$ cat src/common/udp_defines.svh
`ifndef UDP_DEFINES_SVH
`define UDP_DEFINES_SVH

// Stream geometry
`define UDP_DATA_WIDTH 32
`define UDP_KEEP_WIDTH 4

// Own addresses with the most significant byte sent first
`define UDP_SELF_MAC 48'h02_00_00_00_00_01
`define UDP_SELF_IP 32'hc0_a8_00_01

// Protocol constants
`define UDP_ETHERTYPE_IPV4 16'h0800
`define UDP_IP_VER_IHL 8'h45
`define UDP_IP_PROTO_UDP 8'd17
`define UDP_IP_TTL 8'h80

// Header sizes in bytes
`define UDP_HDR_BYTES 16'd42
`define UDP_IP_UDP_BYTES 16'd28
`define UDP_UDP_HDR_BYTES 16'd8

`define UDP_FIFO_DEPTH 64

`endif

$ cat src/common/udp_pkg.sv
`include "udp_defines.svh"

package udp_pkg;

    typedef logic [`UDP_DATA_WIDTH-1:0] data_word_t;
    typedef logic [`UDP_KEEP_WIDTH-1:0] byte_keep_t;
    typedef logic [47:0] mac_addr_t;
    typedef logic [31:0] ipv4_addr_t;
    typedef logic [15:0] udp_port_t;
    typedef logic [15:0] byte_count_t;

    // Lane 0 lands in the top byte so header fields read in wire order
    function automatic data_word_t byte_swap(data_word_t w);
        return {w[7:0], w[15:8], w[23:16], w[31:24]};
    endfunction

    // Lane enables for the bytes still due in this word
    function automatic byte_keep_t keep_for(byte_count_t n);
        byte_keep_t k;
        case (n)
            16'd0:   k = 4'b0000;
            16'd1:   k = 4'b0001;
            16'd2:   k = 4'b0011;
            16'd3:   k = 4'b0111;
            default: k = 4'b1111;
        endcase
        return k;
    endfunction

endpackage

$ cat src/common/word_stream_if.sv
`timescale 1ns/1ps

interface word_stream_if
    import udp_pkg::*;
();

    data_word_t data;
    byte_keep_t keep;
    logic       last;
    logic       valid;
    logic       ready;

    modport source (output data, output keep, output last, output valid, input ready);
    modport sink (input data, input keep, input last, input valid, output ready);

endinterface

$ cat src/tx/udp_tx_framer.sv
`timescale 1ns/1ps
`include "udp_defines.svh"

module udp_tx_framer
    import udp_pkg::*;
(
    input  logic        ctrl_aclk,
    input  logic        ctrl_aresetn,
    input  logic        tx_req_valid,
    output logic        tx_req_ready,
    input  mac_addr_t   tx_req_dst_mac,
    input  ipv4_addr_t  tx_req_dst_ip,
    input  udp_port_t   tx_req_src_port,
    input  udp_port_t   tx_req_dst_port,
    input  byte_count_t tx_req_length,
    word_stream_if.sink payload,
    output data_word_t  eth_tx_data,
    output byte_keep_t  eth_tx_keep,
    output logic        eth_tx_last,
    output logic        eth_tx_valid,
    input  logic        eth_tx_ready
);

    localparam mac_addr_t  SELF_MAC = `UDP_SELF_MAC;
    localparam ipv4_addr_t SELF_IP  = `UDP_SELF_IP;

    typedef enum logic [1:0] {S_IDLE, S_CSUM, S_SEND} state_t;

    state_t      state;
    mac_addr_t   dst_mac;
    ipv4_addr_t  dst_ip;
    udp_port_t   src_port;
    udp_port_t   dst_port;
    byte_count_t length;
    byte_count_t ip_len;
    byte_count_t udp_len;
    logic [3:0]  idx;
    logic [15:0] hw;
    logic [16:0] hw_sum;
    logic [15:0] csum_fold;
    logic [15:0] csum_acc;
    logic [15:0] csum;
    logic [3:0]  wcnt;
    byte_count_t rem;
    byte_count_t pay_left;
    logic [15:0] hold;
    data_word_t  hdr_be;
    logic        in_payload;
    logic        need_word;
    logic        tx_fire;

    assign ip_len       = length + `UDP_IP_UDP_BYTES;
    assign udp_len      = length + `UDP_UDP_HDR_BYTES;
    assign tx_req_ready = (state == S_IDLE);

    // IP header halfwords in wire order with the checksum field as zero
    always_comb begin
        case (idx)
            4'd0:    hw = {`UDP_IP_VER_IHL, 8'h00};
            4'd1:    hw = ip_len;
            4'd4:    hw = {`UDP_IP_TTL, `UDP_IP_PROTO_UDP};
            4'd6:    hw = SELF_IP[31:16];
            4'd7:    hw = SELF_IP[15:0];
            4'd8:    hw = dst_ip[31:16];
            4'd9:    hw = dst_ip[15:0];
            default: hw = 16'h0000;
        endcase
    end

    // Ones-complement add with end-around carry
    assign hw_sum    = {1'b0, csum_acc} + {1'b0, hw};
    assign csum_fold = hw_sum[15:0] + {15'd0, hw_sum[16]};

    always_comb begin
        case (wcnt)
            4'd0:    hdr_be = dst_mac[47:16];
            4'd1:    hdr_be = {dst_mac[15:0], SELF_MAC[47:32]};
            4'd2:    hdr_be = SELF_MAC[31:0];
            4'd3:    hdr_be = {`UDP_ETHERTYPE_IPV4, `UDP_IP_VER_IHL, 8'h00};
            4'd4:    hdr_be = {ip_len, 16'h0000};
            4'd5:    hdr_be = {16'h0000, `UDP_IP_TTL, `UDP_IP_PROTO_UDP};
            4'd6:    hdr_be = {csum, SELF_IP[31:16]};
            4'd7:    hdr_be = {SELF_IP[15:0], dst_ip[31:16]};
            4'd8:    hdr_be = {dst_ip[15:0], src_port};
            default: hdr_be = {dst_port, udp_len};
        endcase
    end

    // Word 10 onwards carries payload behind the zero UDP checksum
    assign in_payload = (wcnt == 4'd10);
    assign need_word  = in_payload && (pay_left != '0);

    assign eth_tx_valid  = (state == S_SEND) && (!need_word || payload.valid);
    assign eth_tx_data   = in_payload
                         ? {(need_word ? payload.data[15:0] : 16'h0000), hold}
                         : byte_swap(hdr_be);
    assign eth_tx_keep   = keep_for(rem);
    assign eth_tx_last   = (rem <= 16'd4);
    assign payload.ready = (state == S_SEND) && need_word && eth_tx_ready;
    assign tx_fire       = eth_tx_valid && eth_tx_ready;

    always_ff @(posedge ctrl_aclk) begin
        if (!ctrl_aresetn) begin
            state <= S_IDLE;
        end else begin
            case (state)
                S_IDLE: begin
                    if (tx_req_valid) begin
                        state <= S_CSUM;
                    end
                end
                S_CSUM: begin
                    if (idx == 4'd9) begin
                        state <= S_SEND;
                    end
                end
                default: begin
                    if (tx_fire && eth_tx_last) begin
                        state <= S_IDLE;
                    end
                end
            endcase
        end
    end

    always_ff @(posedge ctrl_aclk) begin
        case (state)
            S_IDLE: begin
                if (tx_req_valid) begin
                    dst_mac  <= tx_req_dst_mac;
                    dst_ip   <= tx_req_dst_ip;
                    src_port <= tx_req_src_port;
                    dst_port <= tx_req_dst_port;
                    length   <= tx_req_length;
                    idx      <= '0;
                    csum_acc <= '0;
                end
            end
            S_CSUM: begin
                idx      <= idx + 4'd1;
                csum_acc <= csum_fold;
                csum     <= ~csum_fold;
                wcnt     <= '0;
                rem      <= length + `UDP_HDR_BYTES;
                pay_left <= length;
                hold     <= 16'h0000;
            end
            default: begin
                if (tx_fire) begin
                    rem <= (rem > 16'd4) ? rem - 16'd4 : '0;
                    if (!in_payload) begin
                        wcnt <= wcnt + 4'd1;
                    end
                    if (need_word) begin
                        hold     <= payload.data[31:16];
                        pay_left <= (pay_left > 16'd4) ? pay_left - 16'd4 : '0;
                    end
                end
            end
        endcase
    end

    assert property (@(posedge ctrl_aclk) disable iff (!ctrl_aresetn)
        (eth_tx_valid && !eth_tx_ready)
        |=> ($stable(eth_tx_data) && $stable(eth_tx_keep) && $stable(eth_tx_last)))
        else $error("udp_tx_framer: output changed while stalled");

endmodule

$ cat src/flat_wrapper.sv
// flat-port wrapper written by rule: the top's interface ports become plain ports
module udp_tx_framer_flat import udp_pkg::*;
  (ctrl_aclk, ctrl_aresetn, tx_req_valid, tx_req_ready, tx_req_dst_mac, tx_req_dst_ip, tx_req_src_port, tx_req_dst_port, tx_req_length, eth_tx_data, eth_tx_keep, eth_tx_last, eth_tx_valid, eth_tx_ready, payload_data, payload_keep, payload_last, payload_valid, payload_ready);
  word_stream_if payload_i ();
  input  logic ctrl_aclk;
  input  logic ctrl_aresetn;
  input  logic tx_req_valid;
  output logic tx_req_ready;
  input  mac_addr_t tx_req_dst_mac;
  input  ipv4_addr_t tx_req_dst_ip;
  input  udp_port_t tx_req_src_port;
  input  udp_port_t tx_req_dst_port;
  input  byte_count_t tx_req_length;
  output data_word_t eth_tx_data;
  output byte_keep_t eth_tx_keep;
  output logic eth_tx_last;
  output logic eth_tx_valid;
  input  logic eth_tx_ready;
  input wire logic [$bits(payload_i.data)-1:0] payload_data;
  input wire logic [$bits(payload_i.keep)-1:0] payload_keep;
  input wire logic [$bits(payload_i.last)-1:0] payload_last;
  input wire logic [$bits(payload_i.valid)-1:0] payload_valid;
  output wire logic [$bits(payload_i.ready)-1:0] payload_ready;
  assign payload_i.data = payload_data;
  assign payload_i.keep = payload_keep;
  assign payload_i.last = payload_last;
  assign payload_i.valid = payload_valid;
  assign payload_ready = payload_i.ready;
  udp_tx_framer u_core (.ctrl_aclk(ctrl_aclk), .ctrl_aresetn(ctrl_aresetn), .tx_req_valid(tx_req_valid), .tx_req_ready(tx_req_ready), .tx_req_dst_mac(tx_req_dst_mac), .tx_req_dst_ip(tx_req_dst_ip), .tx_req_src_port(tx_req_src_port), .tx_req_dst_port(tx_req_dst_port), .tx_req_length(tx_req_length), .payload(payload_i), .eth_tx_data(eth_tx_data), .eth_tx_keep(eth_tx_keep), .eth_tx_last(eth_tx_last), .eth_tx_valid(eth_tx_valid), .eth_tx_ready(eth_tx_ready));
endmodule
$ cat config.mk
export PLATFORM = sky130hd
export DESIGN_NAME = udp_tx_framer_flat
export DESIGN_NICKNAME = d
export VERILOG_FILES = /design/src/common/udp_pkg.sv /design/src/common/word_stream_if.sv /design/src/tx/udp_tx_framer.sv /design/src/flat_wrapper.sv
export VERILOG_INCLUDE_DIRS = /design/src /design/src/common
export SDC_FILE = /design/constraint.sdc
export NUM_CORES = 1
export LEC_CHECK = 0
export BUFFER_PORTS_ARGS = -buffer_cell sky130_fd_sc_hd__buf_2
export CORE_MARGIN = 2
export CORE_UTILIZATION = 30
export DETAILED_ROUTE_END_ITERATION = 8
export GPL_ROUTABILITY_DRIVEN = 0
export GPL_TIMING_DRIVEN = 1
export HOLD_SLACK_MARGIN = 0.12
export PLACE_DENSITY_LB_ADDON = 0.2
export SLEW_MARGIN = 5
export SYNTH_ARGS = -nofsm -noshare
export SYNTH_HDL_FRONTEND = slang
export SYNTH_SLANG_ARGS = --single-unit
$ cat constraint.sdc
create_clock -name ctrl_aclk -period 13.49 [get_ports ctrl_aclk]
set_input_delay 1.349 -clock ctrl_aclk [delete_from_list [all_inputs] [get_ports ctrl_aclk]]
set_output_delay 1.349 -clock ctrl_aclk [all_outputs]
set_load 0.02 [all_outputs]
### Yosys cells after proc, flatten, opt, wreduce, memory -nomap -nowiden

Cells that the tools add are included.

| storage, ports and cells | value |
|---|---|
| bits in registers | 218 |
| word-level logic and storage cells | 99 |
| output and inout bits | 40 |
| input bits | 170 |

| operators by class | value |
|---|---|
| $add $sub $neg | 9 |
| magnitude comparators | 3 |
| mux-type cells | 26 |
| bitwise operators | 2 |
| equal/unequal tests | 23 |
| reduce and logical (&&, ||, !) cells | 23 |

Operators by type and width:

| operator | count |
|---|---|
| $pmux W32 S9 | 1 |
| $mux W16 | 9 |
| $pmux W16 S2 | 4 |
| $pmux W16 S7 | 1 |
| $eq A16 B2 Y1 const B | 2 |
| $gt A16 B3 Y1 const B | 2 |
| $mux W32 | 1 |
| $sub A16 B3 Y16 const B | 2 |
| $eq A4 B3 Y1 const B | 7 |
| $add A16 B16 Y17 | 1 |
| $add A16 B1 Y16 | 1 |
| $add A16 B4 Y16 const B | 1 |
| $add A16 B5 Y16 const B | 1 |
| $add A16 B6 Y16 const B | 1 |
| $eq A16 B1 Y1 const B | 1 |
| $eq A4 B4 Y1 const B | 4 |
| $le A16 B3 Y1 const B | 1 |
| $logic_not A16 Y1 | 1 |
| $not A16 Y16 | 1 |
| $pmux W4 S2 | 2 |
| $pmux W4 S4 | 1 |
| $reduce_bool A16 Y1 | 1 |
| $mux W4 | 3 |
| $reduce_and A3 Y1 | 3 |
| other kinds (18) | 34 |

### Logic depth before layout (Yosys ltp)

Gate-level depths: netlist (run 1).

| logic depth | value |
|---|---|
| depth in word-level cells | 9 |
| gate-level depth with buffers | 25 |
| mapped depth without buffers | 24 |

### Least setup slack after synthesis (run 1)

No wires, ideal clock.

| path | value |
|---|---|
| kind | register to register |
| start point | reg u_core.idx[0] |
| end point | reg u_core.csum[14], data pin |
| stages on the path, launching flop included | 24 |
| arrival | 4.663 ns |
| path slack | 8.573 ns |
| setup time | 0.255 ns |
| period minus slack after synthesis | 4.917 ns |
| path buffers | 2 |
| data required time | 13.235 ns |
| path through | edfxtp_1 inv_1 ha_1 clkbuf_1 and3_1 clkbuf_1 a221o_1 ha_1 inv_1 fa_1 nand2b_1 a211oi_2 o2111ai_1 nand2_2 a21o_1 a21oi_1 o21ai_0 ha_1 ha_1 and2_1 and4_1 nand4_1 or4_1 and2_1 |

| on the way | value |
|---|---|
| longest elaborated chain between the ends | 5 |
| elaborated cells between the ends (all ways) | 11 |
| those cells by class | 2 x add/sub; 6 x eq/ne; 1 x mux; 1 x bitwise; 1 x reduce/logical |

Ends and longest elaborated chain:

| element | RTL line | text |
|---|---|---|
| start: declaration | udp_tx_framer.sv:37 | `logic [3:0] idx;` |
| start signal: assignment | udp_tx_framer.sv:140 | `idx <= idx + 4'd1;` |
| $eq A4 B4 Y1 (tied with other cells) | udp_tx_framer.sv:58 | `case (idx)` |
| $pmux W16 S7 (*) | udp_tx_framer.sv:58 |  |
| $add A16 B16 Y17 (*) | udp_tx_framer.sv:71 | `assign hw_sum = {1'b0, csum_acc} + {1'b0, hw};` |
| $add A16 B1 Y16 (*) | udp_tx_framer.sv:72 | `assign csum_fold = hw_sum[15:0] + {15'd0, hw_sum[16]};` |
| $not A16 Y16 (*) | udp_tx_framer.sv:142 | `csum <= ~csum_fold;` |
| end signal: assignment | udp_tx_framer.sv:142 |  |
| end: declaration | udp_tx_framer.sv:42 | `logic [15:0] csum;` |

Mark *: on every way between the ends. The rest lies on a longest branch, timed or not.
A chain may end at the register's enable or synchronous reset.

### Worst setup path in the final report (run 1)

| path | value |
|---|---|
| start point | reg u_core.idx[1] |
| end point | reg u_core.csum[14], data pin |

Same word-level chain as after synthesis.

==> results_dict.tcl, run 1 <==
set metrics [dict create \
    holdBufCountCts 0 \
    syn2layout_area_growth_pct 20.8 \
    drc_errors 0 \
    hold_viol_final 0 \
    cp-end-kind "flop" \
    io_buffers 204 \
    routed_wl_um 37500 \
    wire_per_inst_um 22.0 \
    vias_per_cell 5.08 \
    grt_pass1_vias 8463 \
    cts-resized-gates 0 \
    ios 210 \
    crit_buf_inv 3 \
    min_path_type "flop to flop" \
    drv_cap 0 \
    yosysSeqAreaShare_pct 57.3 \
    grt_max_degree 68 \
    die_h_um 199 \
    ys_async_sr_fraction_pct 0 \
    yosysTopAreaCellShare_pct 56.9 \
    r2r_start "u_core.idx[1]" \
    finalClockSkew_ns 0.0189 \
    synth_edf_count 216 \
    yosysTopAreaCell "edfxtp_1" \
    syn_nets 1190 \
    setup_tns_ns 0 \
    p_leak_uw 0.00510 \
    root_buffer "clkbuf_16" \
    h-tree-depth 1 \
    maxSlewHeadroom_pct 23.7 \
    cpMostUsedCell "ha_1" \
    whs_path_depth 2 \
    drive_gt1_share_pct 24.0 \
    cp_cell_sequence "inv_1 > ha_1 > nand2_1 > nor2_1 > buf_4 > a221o_1 > ha_1 > inv_1 > fa_1 > nand2b_1 > a211oi_2 > o2111ai_1 > nand2_2 > a21o_1 > a21oi_1 > o21ai_0 > ha_1 > ha_1 > and2_1 > and4_1 > nand4_1 > or4_1 > and2_1" \
    period_needed_ns 6.14 \
    cts_buffers 27 \
    swShare_pct 31.6 \
    dp_cells 1651 \
    clkSinkCount 218 \
    slowest_stage "or4_1" \
    num_rows 71 \
    fin_nets 1379 \
    maxSlewViolCount 0 \
    cts_tree "yes" \
    r2r.worst_path.cells 23 \
    p_clk_share_pct 34.0 \
    synthTopCellsByArea "edfxtp_1 57%, ha_1 4.3%, xnor2_1 3.8%" \
    reg2reg_setup_slack_ns 7.35 \
    syn-cell-area_um2 11400 \
    drt.antenna.violating_nets 0 \
    startpoint_type "flop" \
    place_hpwl_um 27600 \
    power.switching_uw 648 \
    syn_inst 980 \
    synth_cell_types 69 \
    powerDensity_nw_per_um2 149 \
    num_vias 8649 \
    fmax_mhz 163 \
    critPathArrivalTime_ns 6.46 \
    clock_latency_ns 0.57 \
    synth_ff_type "edfxtp_1" \
    antenna_found_initial 3 \
    critPathMaxFanout 8 \
    postCtsSetupBuffers 0 \
    instances_no_fill 1702 \
    clock_path_buffers 3 \
    worst_ir_drop_vdd_mv 0.0854 \
    die_area_um2 39500 \
    drt_pre_antenna_iters 5 \
    p_comb_share_pct 22.6 \
    worstSetupPathType "flop to flop" \
    syn_avg_cell_area_um2 11.6 \
    grt_use_total_pct 18.7 \
    period_share_pct 45.5 \
    overflow 0 \
    rsz0062_at_grt "false" \
    die_x_um 199 \
    status "finished, final reports clean" \
    rr_endpoint "u_core.csum[14]" \
    initial_core_util_pct 30.4 \
    core_area_um2 37500 \
    worst_pin_slew_ns 1.14 \
    clk_pin_slew_ns 0.06 \
    yosysMostFrequentCell "edfxtp_1" \
    min_from "u_core.state[1]" \
    ys_ff_latch 218 \
    max_stage_delay_ns 0.53 \
    p_int_uw 1400 \
    finalSetupViolCount 0 \
    critical_path.top_delay_family "simple AND/OR/NAND/NOR gates" \
    required_ns 13.80 \
    yosysWarnings 0 \
    drt_iter0_markers 613 \
    grt_pass1_wl_um 53700 \
    seq_power_share_pct 43.3 \
    min_to "u_core.state[1]" \
    synthTopCellsByCount "216 x edfxtp_1, 89 x nand2_1, 66 x nor2_1" \
]
flip-flops by register name, indices dropped and copies added, names as in the netlist:
name             cells
u_core.csum         16
u_core.csum_acc     16
u_core.dst_ip       32
u_core.dst_mac      48
u_core.dst_port     16
u_core.hold         16
u_core.idx           4
u_core.length       16
u_core.pay_left     16
u_core.rem          16
u_core.src_port     16
u_core.state         2
u_core.wcnt          4
worst max path at each step:
stage | cells past startpoint | endpoint | startpoint | slack [ns]
after floorplan | 23 | u_core.csum[14] | u_core.idx[0] | 8.57
after global placement | 23 | u_core.csum[14] | u_core.idx[1] | 7.53
after detailed placement | 23 | u_core.csum[14] | u_core.idx[1] | 7.49
after CTS | 23 | u_core.csum[14] | u_core.idx[1] | 7.45
after global routing | 23 | u_core.csum[14] | u_core.idx[1] | 7.02
final | 23 | u_core.csum[14] | u_core.idx[1] | 7.35
power by group through the flow:
stage                     clock [uW]  combinational [uW]  sequential, uW
final                            698                 464             888
after floorplan                    0                 329             874
after global placement             0                 461             901
after detailed placement           0                 465             901
after global routing             740                 512             895
after CTS                        715                 466             888
tightest hold or removal path: cells and delay by family, from the launching register on:
| kind | cells | cell delay [ns] |
|---|---|---|
| flops | 1 | 0.35 |
| compound gates | 2 | 0.17 |
final cells by class:
type / instances / area [um2]
Fill cell: 3855 / 23700
Sequential cell: 218 / 6530
Multi-Input combinational cell: 677 / 4520
Timing Repair Buffer: 217 / 1120
Clock buffer: 31 / 691
Tap cell: 511 / 639
Clock inverter: 19 / 153
Inverter: 28 / 108
Antenna cell: 1 / 2.50
layout by cell type, fill, tap and decap left out, types with 12 or more instances in the layout:
cell	instances
a21oi_1	49
a22o_1	17
a22oi_1	26
and2_1	26
buf_2	204
buf_4	13
clkbuf_16	27
edfxtp_1	216
ha_1	39
inv_1	27
nand2_1	89
nand3_1	25
nor2_1	63
nor3_1	13
o211ai_1	12
o21ai_0	56
o22ai_1	13
o31ai_1	13
xnor2_1	49
xor2_1	35
logic make-up (layout without fill, tap and decap cells):
kind of cell	after synthesis	in the layout	synth area share, %
multiplexers	6	6	0.527
buffers and inverters	85	295	3.23
adder cells (fa/ha/maj)	40	40	4.46
AO/OA/AOI/OAI	260	260	15.6
other	0	1	0
flip-flops	218	218	57.3
XOR/XNOR	85	85	6.60
AND/OR/NAND/NOR	286	286	12.3
per-stage QoR:
step	util, %	hold WS (ns)	cell area [um2]	worst slack [ns]	total power, uW
6_report	36.7	0.563	13800	7.35	2050
5_1_grt	36.7	0.593	13800	7.02	2150
4_1_cts	36.7	0.566	13800	7.45	2070
3_5_place_dp	34.4	0.559	12900	7.49	1370
3_3_place_gp	34.4	0.544	12900	7.53	1360
2_1_floorplan	-	0.501	11400	8.57	1200
layer usage:
metal	part of all wire, %	wire length [um]	vias up	track usage (%)
li1	-	-	4082	-
met2	44	16700	334	28.8
met5	0.019	7	-	0
met3	6.6	2460	62	3.68
met4	3.9	1470	2	7.41
met1	45	16900	4169	25.8
Note: power is estimated with default switching activity, not from simulation.
==> run 2, diff against run 1 <==
==> constraint.sdc (replaced) <==
create_clock -name ctrl_aclk -period 5.3 [get_ports ctrl_aclk]
set_input_delay 0.53 -clock ctrl_aclk [delete_from_list [all_inputs] [get_ports ctrl_aclk]]
set_output_delay 0.53 -clock ctrl_aclk [all_outputs]
set_load 0.02 [all_outputs]
==> run 2 against run 1 <==
Effect of this change: count of clock-buffer cells in the layout decreased by 1; worst hold slack got worse by 0.42 ns; clock skew increased by 0.00065 ns; utilization increased by 1.7 points; sequential share of layout area decreased by 2.1 points; largest power group unchanged.
==> results_dict.tcl, run 2 (same netlist as run 1, synthesis figures left out) <==
set metrics [dict create \
    clk_pin_slew_ns 0.06 \
    final_common_cell "edfxtp_1" \
    initial_core_util_pct 30.4 \
    final_area_um2 14400 \
    r2r_start "u_core.idx[0]" \
    finalPower_uw 5480 \
    busiest_layer "met2" \
    drv_cap 0 \
    grt_use_total_pct 19.1 \
    worst_ir_drop_vdd_mv 0.258 \
    syn2layout_area_growth_pct 26.3 \
    vias_per_cell 5.10 \
    ios 210 \
    drt_pre_antenna_iters 5 \
    regMostFlops "u_core.dst_mac" \
    clock_latency_ns 0.57 \
    critPathArrivalTime_ns 5.31 \
    required_ns 5.62 \
    h-tree-depth 1 \
    die_h_um 199 \
    min_path_type "input port to flop" \
    num_vias 8972 \
    powerDensity_nw_per_um2 381 \
    cts_tree "yes" \
    worst_pin_slew_ns 1.21 \
    clkSinkCount 218 \
    post_dp_cell_area_um2 13100 \
    largest_reg_flops 48 \
    critPathMaxFanout 4 \
    drc_errors 0 \
    status "finished, final reports clean" \
    period_needed_ns 4.99 \
    grt_use_met3_pct 3.81 \
    use_met2_pct 28.7 \
    overflow 0 \
    worstSetupPathType "flop to flop" \
    hold_slack_ns 0.143 \
    clock_path_buffers 3 \
    cts_buffers 26 \
    mostFrequentLayoutCells "216 x edfxtp_1, 204 x buf_2, 88 x nand2_1" \
    gr-usage-met1_pct 26.8 \
    finalClockSkew_ns 0.0195 \
    fin_nets 1438 \
    fmax_mhz 200 \
    grt_pass1_wl_um 55200 \
    hold_viol_final 0 \
    cp-end-kind "flop" \
    die_area_um2 39500 \
    startpoint "u_core.idx[0]" \
    finalSetupViolCount 0 \
    drt.antenna.violating_nets 0 \
    drive_gt1_share_pct 26.0 \
    period_share_pct 94.2 \
    maxSlewViolCount 0 \
    core_area_um2 37500 \
    wire_per_inst_um 21.8 \
    drt_iter0_markers 662 \
    num_rows 71 \
    startpoint_type "flop" \
    p_leak_uw 0.00544 \
    place_hpwl_um 28600 \
    routed_wl_um 38400 \
    top_regs "u_core.dst_mac (48), u_core.dst_ip (32)" \
    io_buffers 204 \
    die_x_um 199 \
    maxSlewHeadroom_pct 19.6 \
    grt_max_degree 51 \
    min_from "tx_req_dst_mac[42]" \
    antenna_found_initial 1 \
    grt_pass1_vias 8706 \
    root_buffer "clkbuf_16" \
]
## run 2: cell types whose count changed in the layout (fill, tap and decap cells not counted), sizes merged
cell,before,now
bufinv,1,6
clkinv,12,11
dlygate4sd3,0,26
clkbuf,31,30
inv,30,28
clkinvlp,4,1
buf,217,251
## run 2: routing by layer
metal  vias up  wire length (um)
li1       4205                 -
met1      4320             17100
met2       368             16900
met3        79              2740
met4         0              1680
met5         -                 0
## run 2: cell type report
cell class                      instances  area, um2
Clock inverter                         18        268
Timing Repair Buffer                  277       1630
Antenna cell                            1       2.50
Multi-Input combinational cell        677       4540
Fill cell                            3790      23100
Inverter                               28        108
Sequential cell                       218       6530
Clock buffer                           30        666
Tap cell                              511        639
## run 2: worst paths after layout
path                            slack (ns)  depth (start not counted)            endpoint
worst max-delay path                  0.31                         23     u_core.csum[14]
worst min-delay path                  0.14                          1  u_core.dst_mac[42]
worst max register to register        0.31                         23     u_core.csum[14]
worst min register to register        0.60                          2     u_core.state[1]
## run 2: timing repair
action,CTS,global route
hold buffers,26,0
endpoints found under the hold margin,26,0
resized for setup,0,9
setup endpoints to repair,0,4
setup buffers,0,3
## run 2: power by group
part / internal (uW) / leakage, uW / total, uW / switching [uW]
logic: 490 / 0.00289 / 1260 / 771
registers: 2130 / 0.00209 / 2250 / 118
clock network: 1200 / 0.000454 / 1960 / 766
## run 2: worst max-delay path, stage by stage (launching register included)
cell       delay, ns
edfxtp_1        0.43
inv_1           0.11
ha_1            0.20
nor2_1          0.07
a211oi_2        0.25
a221o_1         0.18
ha_1            0.17
inv_1           0.05
fa_1            0.39
nand2b_1        0.20
a211oi_2        0.35
o2111ai_2       0.19
nand2_2         0.10
a21o_1          0.11
a21oi_1         0.06
o21ai_1         0.14
buf_4           0.14
ha_1            0.16
ha_1            0.16
and2_1          0.15
and4_1          0.25
nand4_1         0.18
or4_1           0.52
and2_1          0.17
## run 2: stage by stage
step | std cells | util [%] | setup TNS, ns | worst slack (ns)
global route | 1759 | 38.4 | -0.0312 | -0.0312
global placement | 1682 | 35.1 | 0 | 0.263
finish | 1760 | 38.4 | 0 | 0.309
floorplan | 980 | - | 0 | 0.383
CTS | 1756 | 38.2 | 0 | 0.128
detailed placement | 1682 | 35.1 | 0 | 0.213
